`config.mk`:
```
export PLATFORM = sky130hd
export DESIGN_NAME = scheduler_top
export DESIGN_NICKNAME = d
export VERILOG_FILES = /design/src/hdl/sched_types_pkg.sv /design/src/hdl/sched_cfg_pkg.sv /design/src/hdl/issue_bus_if.sv /design/src/hdl/issue_ctrl.sv /design/src/hdl/pipe_unit_tracker.sv /design/src/hdl/scheduler_top.sv /design/src/hdl/seq_unit_tracker.sv
export SDC_FILE = /design/constraint.sdc
export NUM_CORES = 1
export LEC_CHECK = 0
export ABC_AREA = 1
export BUFFER_PORTS_ARGS = -buffer_cell sky130_fd_sc_hd__buf_2
export CORE_UTILIZATION = 40
export CTS_CLUSTER_SIZE = 8
export DETAILED_ROUTE_END_ITERATION = 7
export PLACE_DENSITY = 0.59
export SLEW_MARGIN = 30
export SYNTH_ARGS = -nofsm -noshare
export SYNTH_HDL_FRONTEND = slang
export SYNTH_HIERARCHICAL = 1
export SYNTH_SLANG_ARGS = --single-unit
```
`constraint.sdc`:
```
create_clock -name clk_i -period 4.4 [get_ports clk_i]
set_input_delay 0.44 -clock clk_i [delete_from_list [all_inputs] [get_ports clk_i]]
set_output_delay 0.44 -clock clk_i [all_outputs]
set_load 0.05 [all_outputs]
```
`src/hdl/sched_types_pkg.sv`:
```
// Scheduler types
// Register index and latency counter widths shared by the issue
// controller, the issue bus and the unit trackers

package sched_types_pkg;

    // Architectural register address, x0 to x31
    localparam int unsigned REG_IDX_W = 5;

    // Wide enough to hold the divider latency plus the bypass stage
    localparam int unsigned LAT_CNT_W = 6;

    // ==============================
    // Typedefs
    // ==============================

    // Register address
    typedef logic [REG_IDX_W-1:0] reg_idx_t;

    // Cycles left until writeback
    typedef logic [LAT_CNT_W-1:0] lat_cnt_t;

endpackage : sched_types_pkg

```
`src/hdl/sched_cfg_pkg.sv`:
```
// Scheduler configuration
// Functional unit latencies and pipeline depth of the execution stage
// Requested latencies add the bypass stage in front of execute

package sched_cfg_pkg;

    // Stage between issue and execute
    localparam int unsigned BYPASS_STAGES = 1;

    // ALU and CSR produce a result in one cycle
    localparam int unsigned ALU_LATENCY = 1;

    // Multiplier latency, also the number of tracked stages
    localparam int unsigned MUL_LATENCY = 6;

    // Iterative divider
    localparam int unsigned DIV_LATENCY = 36;

    // Load and store units
    localparam int unsigned LDU_LATENCY = 3;
    localparam int unsigned STU_LATENCY = 2;

    // All ones in the counter width
    // A live counter never reaches this value
    localparam int unsigned NO_UNIT_LATENCY = (1 << sched_types_pkg::LAT_CNT_W) - 1;

endpackage : sched_cfg_pkg

```
`src/hdl/issue_bus_if.sv`:
```
// Issue bus
// Broadcasts the candidate instruction, its requested latency and the
// issue, stall and flush strobes from the controller to every tracker

`timescale 1ns/1ps

interface issue_bus_if import sched_types_pkg::*; ();

    // Candidate instruction registers
    reg_idx_t src0;
    reg_idx_t src1;
    reg_idx_t dest;

    // Cycles to writeback, bypass stage included
    lat_cnt_t req_lat;

    // Issue on this edge, already qualified with stall
    logic     fire;

    // Freeze and clear strobes for tracker state
    logic     stall;
    logic     flush;

    // Controller side drives everything
    modport ctrl (
        output src0, src1, dest, req_lat, fire, stall, flush
    );

    // Trackers only listen
    modport tracker (
        input  src0, src1, dest, req_lat, fire, stall, flush
    );

endinterface : issue_bus_if

```
`src/hdl/issue_ctrl.sv`:
```
// Issue controller
// Selects the requested latency of the waiting instruction, merges the
// RAW, writeback collision and structural hazards of all trackers and
// drives the issue and pipeline empty flags
// Tracker index order is MUL, DIV, LDU, STU

`timescale 1ns/1ps

module issue_ctrl import sched_types_pkg::*, sched_cfg_pkg::*; (
    input  logic     flush_i,
    input  logic     stall_i,

    // Candidate instruction
    input  reg_idx_t src0_reg_i,
    input  reg_idx_t src1_reg_i,
    input  reg_idx_t dest_reg_i,

    // Unit selects
    input  logic     alu_i,
    input  logic     csr_i,
    input  logic     mul_i,
    input  logic     div_i,
    input  logic     ldu_i,
    input  logic     stu_i,

    // Tracker status
    input  logic [3:0] raw_hz_i,
    input  logic [3:0] lat_hz_i,
    input  logic [3:0] busy_i,

    issue_bus_if.ctrl bus,

    output logic     issue_o,
    output logic     pipeline_empty_o
);

    // ==============================
    // Requested latency
    // ==============================

    lat_cnt_t req_lat;

    // Priority order follows the unit decode
    always_comb begin
        if (mul_i) begin
            req_lat = lat_cnt_t'(MUL_LATENCY + BYPASS_STAGES);
        end else if (div_i) begin
            req_lat = lat_cnt_t'(DIV_LATENCY + BYPASS_STAGES);
        end else if (alu_i | csr_i) begin
            req_lat = lat_cnt_t'(ALU_LATENCY + BYPASS_STAGES);
        end else if (ldu_i) begin
            req_lat = lat_cnt_t'(LDU_LATENCY + BYPASS_STAGES);
        end else if (stu_i) begin
            req_lat = lat_cnt_t'(STU_LATENCY + BYPASS_STAGES);
        end else begin
            req_lat = lat_cnt_t'(NO_UNIT_LATENCY);
        end
    end

    // ==============================
    // Hazards and issue
    // ==============================

    logic raw_hz;
    logic lat_hz;
    logic struct_hz;

    assign raw_hz = |raw_hz_i;
    assign lat_hz = |lat_hz_i;

    // Non pipelined units accept one operation at a time
    assign struct_hz = (div_i & busy_i[1]) | (ldu_i & busy_i[2]) | (stu_i & busy_i[3]);

    assign issue_o          = ~(raw_hz | lat_hz | struct_hz);
    assign pipeline_empty_o = ~(|busy_i);

    // Broadcast to trackers
    assign bus.src0    = src0_reg_i;
    assign bus.src1    = src1_reg_i;
    assign bus.dest    = dest_reg_i;
    assign bus.req_lat = req_lat;
    // Stalled issues do not load any tracker
    assign bus.fire    = issue_o & ~stall_i;
    assign bus.stall   = stall_i;
    assign bus.flush   = flush_i;

endmodule : issue_ctrl

```
`src/hdl/pipe_unit_tracker.sv`:
```
// Pipelined unit tracker
// One latency counter and destination per unit stage, filled in turn
// by a rotating one-hot slot pointer that moves on every unit issue
// Reports RAW hazard, writeback collision and busy over all slots

`timescale 1ns/1ps

module pipe_unit_tracker import sched_types_pkg::*; #(
    parameter int unsigned STAGES  = 6,
    parameter int unsigned LATENCY = 6
) (
    input  logic clk_i,
    input  logic rst_n_i,
    input  logic sel_i,

    issue_bus_if.tracker bus,

    output logic raw_hz_o,
    output logic lat_hz_o,
    output logic busy_o
);

    // Unit issue on this edge
    logic load;

    assign load = bus.fire & sel_i;

    // ==============================
    // Slot pointer
    // ==============================

    logic [STAGES-1:0] slot_q;

    always_ff @(posedge clk_i) begin
        if (!rst_n_i) begin
            slot_q <= STAGES'(1);
        end else if (bus.flush) begin
            slot_q <= STAGES'(1);
        end else if (load) begin
            // Rotate left, top slot wraps to slot 0
            slot_q <= {slot_q[STAGES-2:0], slot_q[STAGES-1]};
        end
    end

    // ==============================
    // Per slot state
    // ==============================

    lat_cnt_t          cnt_q  [STAGES];
    reg_idx_t          dest_q [STAGES];
    logic [STAGES-1:0] slot_busy;
    logic [STAGES-1:0] slot_raw;
    logic [STAGES-1:0] slot_lat;

    for (genvar s = 0; s < STAGES; s++) begin : g_slot

        always_ff @(posedge clk_i) begin
            if (!rst_n_i) begin
                cnt_q[s] <= '0;
            end else if (bus.flush) begin
                cnt_q[s] <= '0;
            end else if (!bus.stall) begin
                if (load & slot_q[s]) begin
                    cnt_q[s] <= lat_cnt_t'(LATENCY);
                end else if (cnt_q[s] != '0) begin
                    // Count down towards writeback
                    cnt_q[s] <= cnt_q[s] - lat_cnt_t'(1);
                end
            end
        end

        // Destination only matters while the slot is busy
        always_ff @(posedge clk_i) begin
            if (load & slot_q[s]) begin
                dest_q[s] <= bus.dest;
            end
        end

        assign slot_busy[s] = (cnt_q[s] != '0);

        // x0 is never a real dependency
        assign slot_raw[s] = slot_busy[s] & (dest_q[s] != '0) &
                             ((dest_q[s] == bus.src0) | (dest_q[s] == bus.src1) |
                              (dest_q[s] == bus.dest));

        // Same writeback cycle as the new instruction
        assign slot_lat[s] = slot_busy[s] & (cnt_q[s] == bus.req_lat);

    end

    assign raw_hz_o = |slot_raw;
    assign lat_hz_o = |slot_lat;
    assign busy_o   = |slot_busy;

endmodule : pipe_unit_tracker

```
`src/hdl/scheduler_top.sv`:
```
// Issue scheduler
// Holds back the instruction waiting to issue while it has a RAW
// hazard, a writeback collision or a busy non-pipelined unit
// One pipelined tracker for MUL and sequential trackers for DIV, LDU, STU

`timescale 1ns/1ps

module scheduler_top import sched_types_pkg::*, sched_cfg_pkg::*; (
    input  logic     clk_i,
    input  logic     rst_n_i,
    input  logic     flush_i,
    input  logic     stall_i,

    // Register addresses of the waiting instruction
    input  reg_idx_t src0_reg_i,
    input  reg_idx_t src1_reg_i,
    input  reg_idx_t dest_reg_i,

    // Functional unit select, at most one high
    input  logic     alu_i,
    input  logic     csr_i,
    input  logic     mul_i,
    input  logic     div_i,
    input  logic     ldu_i,
    input  logic     stu_i,

    output logic     issue_o,
    output logic     pipeline_empty_o
);

    // Tracker status, index 0 MUL, 1 DIV, 2 LDU, 3 STU
    logic [3:0] raw_hz;
    logic [3:0] lat_hz;
    logic [3:0] busy;

    issue_bus_if bus ();

    // ==============================
    // Controller
    // ==============================

    issue_ctrl u_ctrl (
        .flush_i          (flush_i),
        .stall_i          (stall_i),
        .src0_reg_i       (src0_reg_i),
        .src1_reg_i       (src1_reg_i),
        .dest_reg_i       (dest_reg_i),
        .alu_i            (alu_i),
        .csr_i            (csr_i),
        .mul_i            (mul_i),
        .div_i            (div_i),
        .ldu_i            (ldu_i),
        .stu_i            (stu_i),
        .raw_hz_i         (raw_hz),
        .lat_hz_i         (lat_hz),
        .busy_i           (busy),
        .bus              (bus.ctrl),
        .issue_o          (issue_o),
        .pipeline_empty_o (pipeline_empty_o)
    );

    // ==============================
    // Unit trackers
    // ==============================

    // One slot per multiplier stage
    pipe_unit_tracker #(
        .STAGES  (MUL_LATENCY),
        .LATENCY (MUL_LATENCY)
    ) mul_trk (
        .clk_i    (clk_i),
        .rst_n_i  (rst_n_i),
        .sel_i    (mul_i),
        .bus      (bus.tracker),
        .raw_hz_o (raw_hz[0]),
        .lat_hz_o (lat_hz[0]),
        .busy_o   (busy[0])
    );

    seq_unit_tracker #(
        .LATENCY (DIV_LATENCY)
    ) div_trk (
        .clk_i    (clk_i),
        .rst_n_i  (rst_n_i),
        .sel_i    (div_i),
        .bus      (bus.tracker),
        .raw_hz_o (raw_hz[1]),
        .lat_hz_o (lat_hz[1]),
        .busy_o   (busy[1])
    );

    seq_unit_tracker #(
        .LATENCY (LDU_LATENCY)
    ) ldu_trk (
        .clk_i    (clk_i),
        .rst_n_i  (rst_n_i),
        .sel_i    (ldu_i),
        .bus      (bus.tracker),
        .raw_hz_o (raw_hz[2]),
        .lat_hz_o (lat_hz[2]),
        .busy_o   (busy[2])
    );

    seq_unit_tracker #(
        .LATENCY (STU_LATENCY)
    ) stu_trk (
        .clk_i    (clk_i),
        .rst_n_i  (rst_n_i),
        .sel_i    (stu_i),
        .bus      (bus.tracker),
        .raw_hz_o (raw_hz[3]),
        .lat_hz_o (lat_hz[3]),
        .busy_o   (busy[3])
    );

endmodule : scheduler_top

```
`src/hdl/seq_unit_tracker.sv`:
```
// Sequential unit tracker
// Single latency counter and destination for a unit that holds one
// operation at a time, used for the divider, loads and stores

`timescale 1ns/1ps

module seq_unit_tracker import sched_types_pkg::*; #(
    parameter int unsigned LATENCY = 36
) (
    input  logic clk_i,
    input  logic rst_n_i,
    input  logic sel_i,

    issue_bus_if.tracker bus,

    output logic raw_hz_o,
    output logic lat_hz_o,
    output logic busy_o
);

    lat_cnt_t cnt_q;
    reg_idx_t dest_q;
    logic     load;

    // Unit issue on this edge
    assign load = bus.fire & sel_i;

    // ==============================
    // Latency counter
    // ==============================

    always_ff @(posedge clk_i) begin
        if (!rst_n_i) begin
            cnt_q <= '0;
        end else if (bus.flush) begin
            cnt_q <= '0;
        end else if (!bus.stall) begin
            if (load) begin
                cnt_q <= lat_cnt_t'(LATENCY);
            end else if (cnt_q != '0) begin
                cnt_q <= cnt_q - lat_cnt_t'(1);
            end
        end
    end

    // Destination of the operation in flight
    always_ff @(posedge clk_i) begin
        if (load) begin
            dest_q <= bus.dest;
        end
    end

    assign busy_o = (cnt_q != '0);

    // Writes to x0 are discarded, so no dependency
    assign raw_hz_o = busy_o & (dest_q != '0) &
                      ((dest_q == bus.src0) | (dest_q == bus.src1) | (dest_q == bus.dest));

    assign lat_hz_o = busy_o & (cnt_q == bus.req_lat);

endmodule : seq_unit_tracker

```
==> Word level (Yosys, flattened, before mapping) <==
Memories as Yosys holds them, arrays and structs flattened.
Cells that the tools add are included.
{ "totals": {"reg_bits": 39, "mem_bits_rw": 66, "input_bits": 25, "out_inout_bits": 2, "wordCells": 273, "mem_count": 2} }
{ "mem_list": {"columns": ["memory", "words", "word_bits", "read_ports", "rd_ports_with_merged_regs", "write_ports", "line", "text"], "rows": [
  ["mul_trk.cnt_q", 6, 6, 6, 0, 6, "pipe_unit_tracker.sv:49", "lat_cnt_t cnt_q [STAGES];"],
  ["mul_trk.dest_q", 6, 5, 6, 0, 6, "pipe_unit_tracker.sv:50", "reg_idx_t dest_q [STAGES];"]
]} }
{ "classes": {"n_addsub": 9, "eq_ne": 36, "mux": 105, "bitwise_logic": 86, "n_reduce_logical": 28} }
{ "ops": {"columns": ["cell", "n"], "rows": [
  ["$mux W6", 29],
  ["$eq A5 B5 Y1", 27],
  ["$mux W1", 76],
  ["$eq A6 B6 Y1", 9],
  ["$reduce_bool A6 Y1", 9],
  ["$sub A6 B1 Y6 const B", 9],
  ["$reduce_bool A5 Y1", 9],
  ["$and A1 B1 Y1", 41],
  ["$or A1 B1 Y1", 41],
  ["$reduce_or A9 Y1", 3],
  ["$reduce_and A2 Y1", 3],
  ["$reduce_bool A2 Y1", 3],
  ["$not A1 Y1", 4],
  ["$reduce_or A2 Y1", 1]
]} }

==> Longest topological paths before layout <==
{ "logic_depth": {"depth_word": 21, "depth_mapped": 25, "ltp_nobuf": 24} }

==> Cells and area by module <==
Netlist, hierarchy kept.
{ "by_module_without_submodules": {"columns": ["mod", "instances", "cells_per_inst", "area_per_inst_um2", "seq_area_each_um2"], "rows": [
  ["pipe_unit_tracker", 1, 705, 5190.0, 2102.0],
  ["seq_unit_tracker at div_trk", 1, 151, 940.9, 270.3],
  ["seq_unit_tracker at ldu_trk", 1, 146, 923.4, 270.3],
  ["seq_unit_tracker at stu_trk", 1, 145, 920.9, 270.3],
  ["issue_ctrl", 1, 49, 265.3, 0.0]
]} }

==> Worst setup path after synthesis <==
OpenSTA, ideal clock, no wires.
{ "synth_timing": {"path_kind": "input to register", "start": "in csr_i", "end": "mem mul_trk/cnt_q[4][0] (netlist bit), enable pin", "setup_ns": 0.325, "arrival_ns": 3.258, "t_required_ns": 4.075, "path_slack_ns": 0.817, "cell_stages": 21, "path_buffers": 1, "path_cell_list": "nor2_2 > nand3_1 > nor3_1 > buf_4 > inv_1 > o22ai_1 > nand3b_1 > nor2_1 > nor2_1 > nand3_1 > nor2_1 > nand2_1 > nor2_1 > nand2_1 > nor2_1 > nand2_1 > inv_1 > nand2_1 > inv_1 > nand2_1 > nand3_1"} }
{ "synth_rtl": {"columns": ["item", "line", "text"], "rows": [
  ["start: declaration", "scheduler_top.sv:21", "input logic csr_i,"],
  ["end: declaration", "pipe_unit_tracker.sv:49", null]
]} }

==> results.md <==
* Critical Path AT at around 3600 ps
* Most used cell, CP: nand2_1
* Vias per std cell at approximately 5
* Flops & latches, synth at 105
* Endpoints failing hold at 0
* Crit path capture type: flip-flop
* Final wirelength at about 21000 um
* Clk_lat worst skew at 370 ps
* Top-count cell post-synth: nand2_1
* CTS tree: done
* CP max stage cell: edfxtp_1
* Number of synthesized flops with an enable pin at 81
* Die height at around 150 um
* HPWL Detailed at between 15000 and 20000 um
* Hold Crit Class: input port to flip-flop
* Clock sink count at 105
* Number of port buffers at 26
* PD cells at 338 nW/um2
* Design area at 8850 um2
* Largest net degree at the start of global routing at 23
* Cells after DPL at between 1k and 1.5k
* Postcts setup bufs at 0
* Top cells by count, synth: 380 x nand2_1, 178 x inv_1, 151 x nor2_1
* HP Start: flush_i
* Status: finished, final reports clean
* Seq pwr share at 41.7%
* Crit-path cells: inv_1 > ha_1 > nand4_1 > o21ai_0 > inv_1 > nand2_1 > nand2_1 > nor2_1 > nand2_1 > nor2_1 > nand2_1 > nor2_1 > nand2_1 > nor2_1 > nand2_1 > inv_1 > nand2_1 > inv_1 > nand2_1 > nand3_1
* Synth Flop Type: edfxtp_1
* Synth top area cells: edfxtp_1 30%, nand2_1 17%, inv_1 8.1%
* All-Layer GR Usage at between 20% and 30%
* Area Overhead vs Synth at 7.42%
* Pre-CTS worst setup slack at between 600 and 700 ps
* First-pass DRT Iterations at 5
* Period utilization at 80.6%
* CTS root buf: clkbuf_16
* Leakage at approximately 4.3 nW
* # diodes at 0
* Asr flop ratio synth at 0%
* Wire per inst at around 14 um
* First-pass GRT wire length at between 30000 and 40000 um
* Max clock buf depth at 2
* Crit. Startpoint: mul_trk/cnt_q[0][0]$_SDFFCE_PN0P_
* Synthesized instance count at between 1k and 1.5k
* Max-cap violation count at 0
* Routed vias at ~7.2k
* H-tree Lvls at 3
* Yosys top cell area share at 29.5%
* FMAX at around 280 MHz
* Core ar. at slightly above 20000 um2
* P_sw at ~1.1 mW
* GPL Wtd Cong at approximately 0.88
* Worst Reg-to-Reg Cells at 20
* Startpoint Class: flip-flop
* WHS Path Cells at 3
* RSZ-0062 raised after global routing: no
* Largest area contributor in the netlist: edfxtp_1
* Clk_skew at around 12 ps
* Switching share of power at a little under two fifths
* Gr ovfl total at 0
* # setup viols final at 0
* CTS Hold Buffers Added at 0
* Num CTS Buffers at 9
* Sequential area share after synthesis at a little over a third
* CP max FO at 6
* Vias in the first global route at just under 7k
* Post-synth cell types at 42
* Critical Path RT at 4440 ps
* ANT nets after route at 0
* Placed cell area at between 8000 and 9000 um2
* Comb power frac at 31.2%
* Die W at 146 um
* Yosys Warn Count at 6
* DRT iter0 DRCs at 502
* RR Endpoint: mul_trk/cnt_q[4][2]$_SDFFCE_PN0P_
* Worst r2r src: mul_trk/cnt_q[0][0]$_SDFFCE_PN0P_
* Worst slew pin tran at 547 ps
* PnR worst setup slack at about 850 ps
* Max incr delay on CP at 460 ps
* Num rows at 52
* Share of layout cells above drive strength 1 at about 8.3%
* Reg clk slew, reported paths at approximately 70 ps
* Worst R2R Setup Slack at 850 ps
* Mapped cell area at 8240 um2
* Layout Nets at between 1k and 1.5k
* Hold worst-path end: mul_trk/slot_q[0]$_SDFFE_PP1N_
* Avg Inst Size Synth at about 6.9 um2
* VDD IR max at 236 uV
* Non-filler cells in the finished layout at 1484
* Min Tclk post-route at approximately 3500 ps
* Int Pwr at about 1.9 mW
* Slew HR at 63.6%
* Clock power share at ~27%
* Setup tns final at 0 ps
* Max-slew violation count at 0
* Post-CTS Resized at 0
* Starting Density at approximately two fifths
* Power, Total at 2.99 mW
* Synthesized Nets at ~1.2k
* IO Pins at 27
* DRC viols at 0
* Antenna violations before repair at 0
* Crit Path Class: flip-flop to flip-flop
* Die footprint at 21200 um2
[power by group through the flow]
| stage | Sequential (mW) | Clock (mW) | Combinational [mW] |
|---|---|---|---|
| global route | 1.26 | 0.867 | 1.06 |
| global placement | 1.27 | 0 | 0.925 |
| CTS | 1.24 | 0.830 | 0.934 |
| detailed placement | 1.27 | 0 | 0.929 |
| floorplan | 1.23 | 0 | 0.735 |
| finish | 1.25 | 0.810 | 0.933 |
[logic make-up after synthesis]
family                   count (synthesis)  share of synthesized area [%]
AO/OA/AOI/OAI                           88                           6.09
XOR/XNOR                                86                           9.14
adder cells (fa/ha/maj)                 18                           2.73
buffers and inverters                  232                           12.0
flip-flops                             105                           35.3
AND/OR/NAND/NOR                        667                           34.7
[state kept, by name, summed over array words and instances (netlist names)]
name            count
mul_trk/dest_q     30
stu_trk/cnt_q       6
ldu_trk/dest_q      5
stu_trk/dest_q      5
mul_trk/cnt_q      36
div_trk/dest_q      5
mul_trk/slot_q      6
ldu_trk/cnt_q       6
div_trk/cnt_q       6
[layout by cell type, fill, tap and decap left out, drive strengths merged, types with 4 or more instances in the layout]
cell type    n
o21ai       37
inv        196
o2111ai      4
nand2      387
clkbuf      10
clkinv       5
xor2        30
dfxtp       24
buf         39
edfxtp      81
nor2       159
a21oi       34
xnor2       56
o22ai        7
nand3       79
nand4       25
or2          7
ha          18
nor3         6
[critical path, delay by kind of cell (launching register included)]
family	cells	cell delay [ps]
compound gates	1	160
fa+ha+maj	1	170
buf+inv	4	690
flops	1	460
simple gates	14	1750
[layer usage]
metal  share of wire (%)  up-vias  GRT usage [%]
li1                    -     3751              -
met1                  47     3259           26.7
met2                  47      173           35.0
met3                 4.2       36           3.39
met4                 2.3        0           7.05
met5                   0        -              0
[how the worst max path moves through the flow]
stage	to	slack, ps
finish	mul_trk/cnt_q[4][2]$_SDFFCE_PN0P_	850
global route	mul_trk/cnt_q[0][0]$_SDFFCE_PN0P_	420
CTS	mul_trk/cnt_q[0][5]$_SDFFCE_PN0P_	870
detailed placement	mul_trk/cnt_q[4][4]$_SDFFCE_PN0P_	660
global placement	mul_trk/cnt_q[1][4]$_SDFFCE_PN0P_	720
floorplan	mul_trk/cnt_q[4][0]$_SDFFCE_PN0P_	820
[final cells by class]
| class | instances | area (um2) |
|---|---|---|
| Clock buffer | 10 | 239 |
| Clock inverter | 6 | 55.1 |
| Fill cell | 2089 | 11400 |
| Inverter | 195 | 736 |
| Multi-Input combinational cell | 859 | 4340 |
| Sequential cell | 105 | 2910 |
| Tap cell | 270 | 338 |
| Timing Repair Buffer | 39 | 228 |
[through the flow]
step / utilization [%] / hold WS (ps)
after floorplan: - / 443
final: 43.7 / 431
after detailed placement: 42.3 / 455
after global routing: 43.7 / 438
after global placement: 42.3 / 453
after CTS: 43.7 / 416
Note: power is estimated with default switching activity, not from simulation.
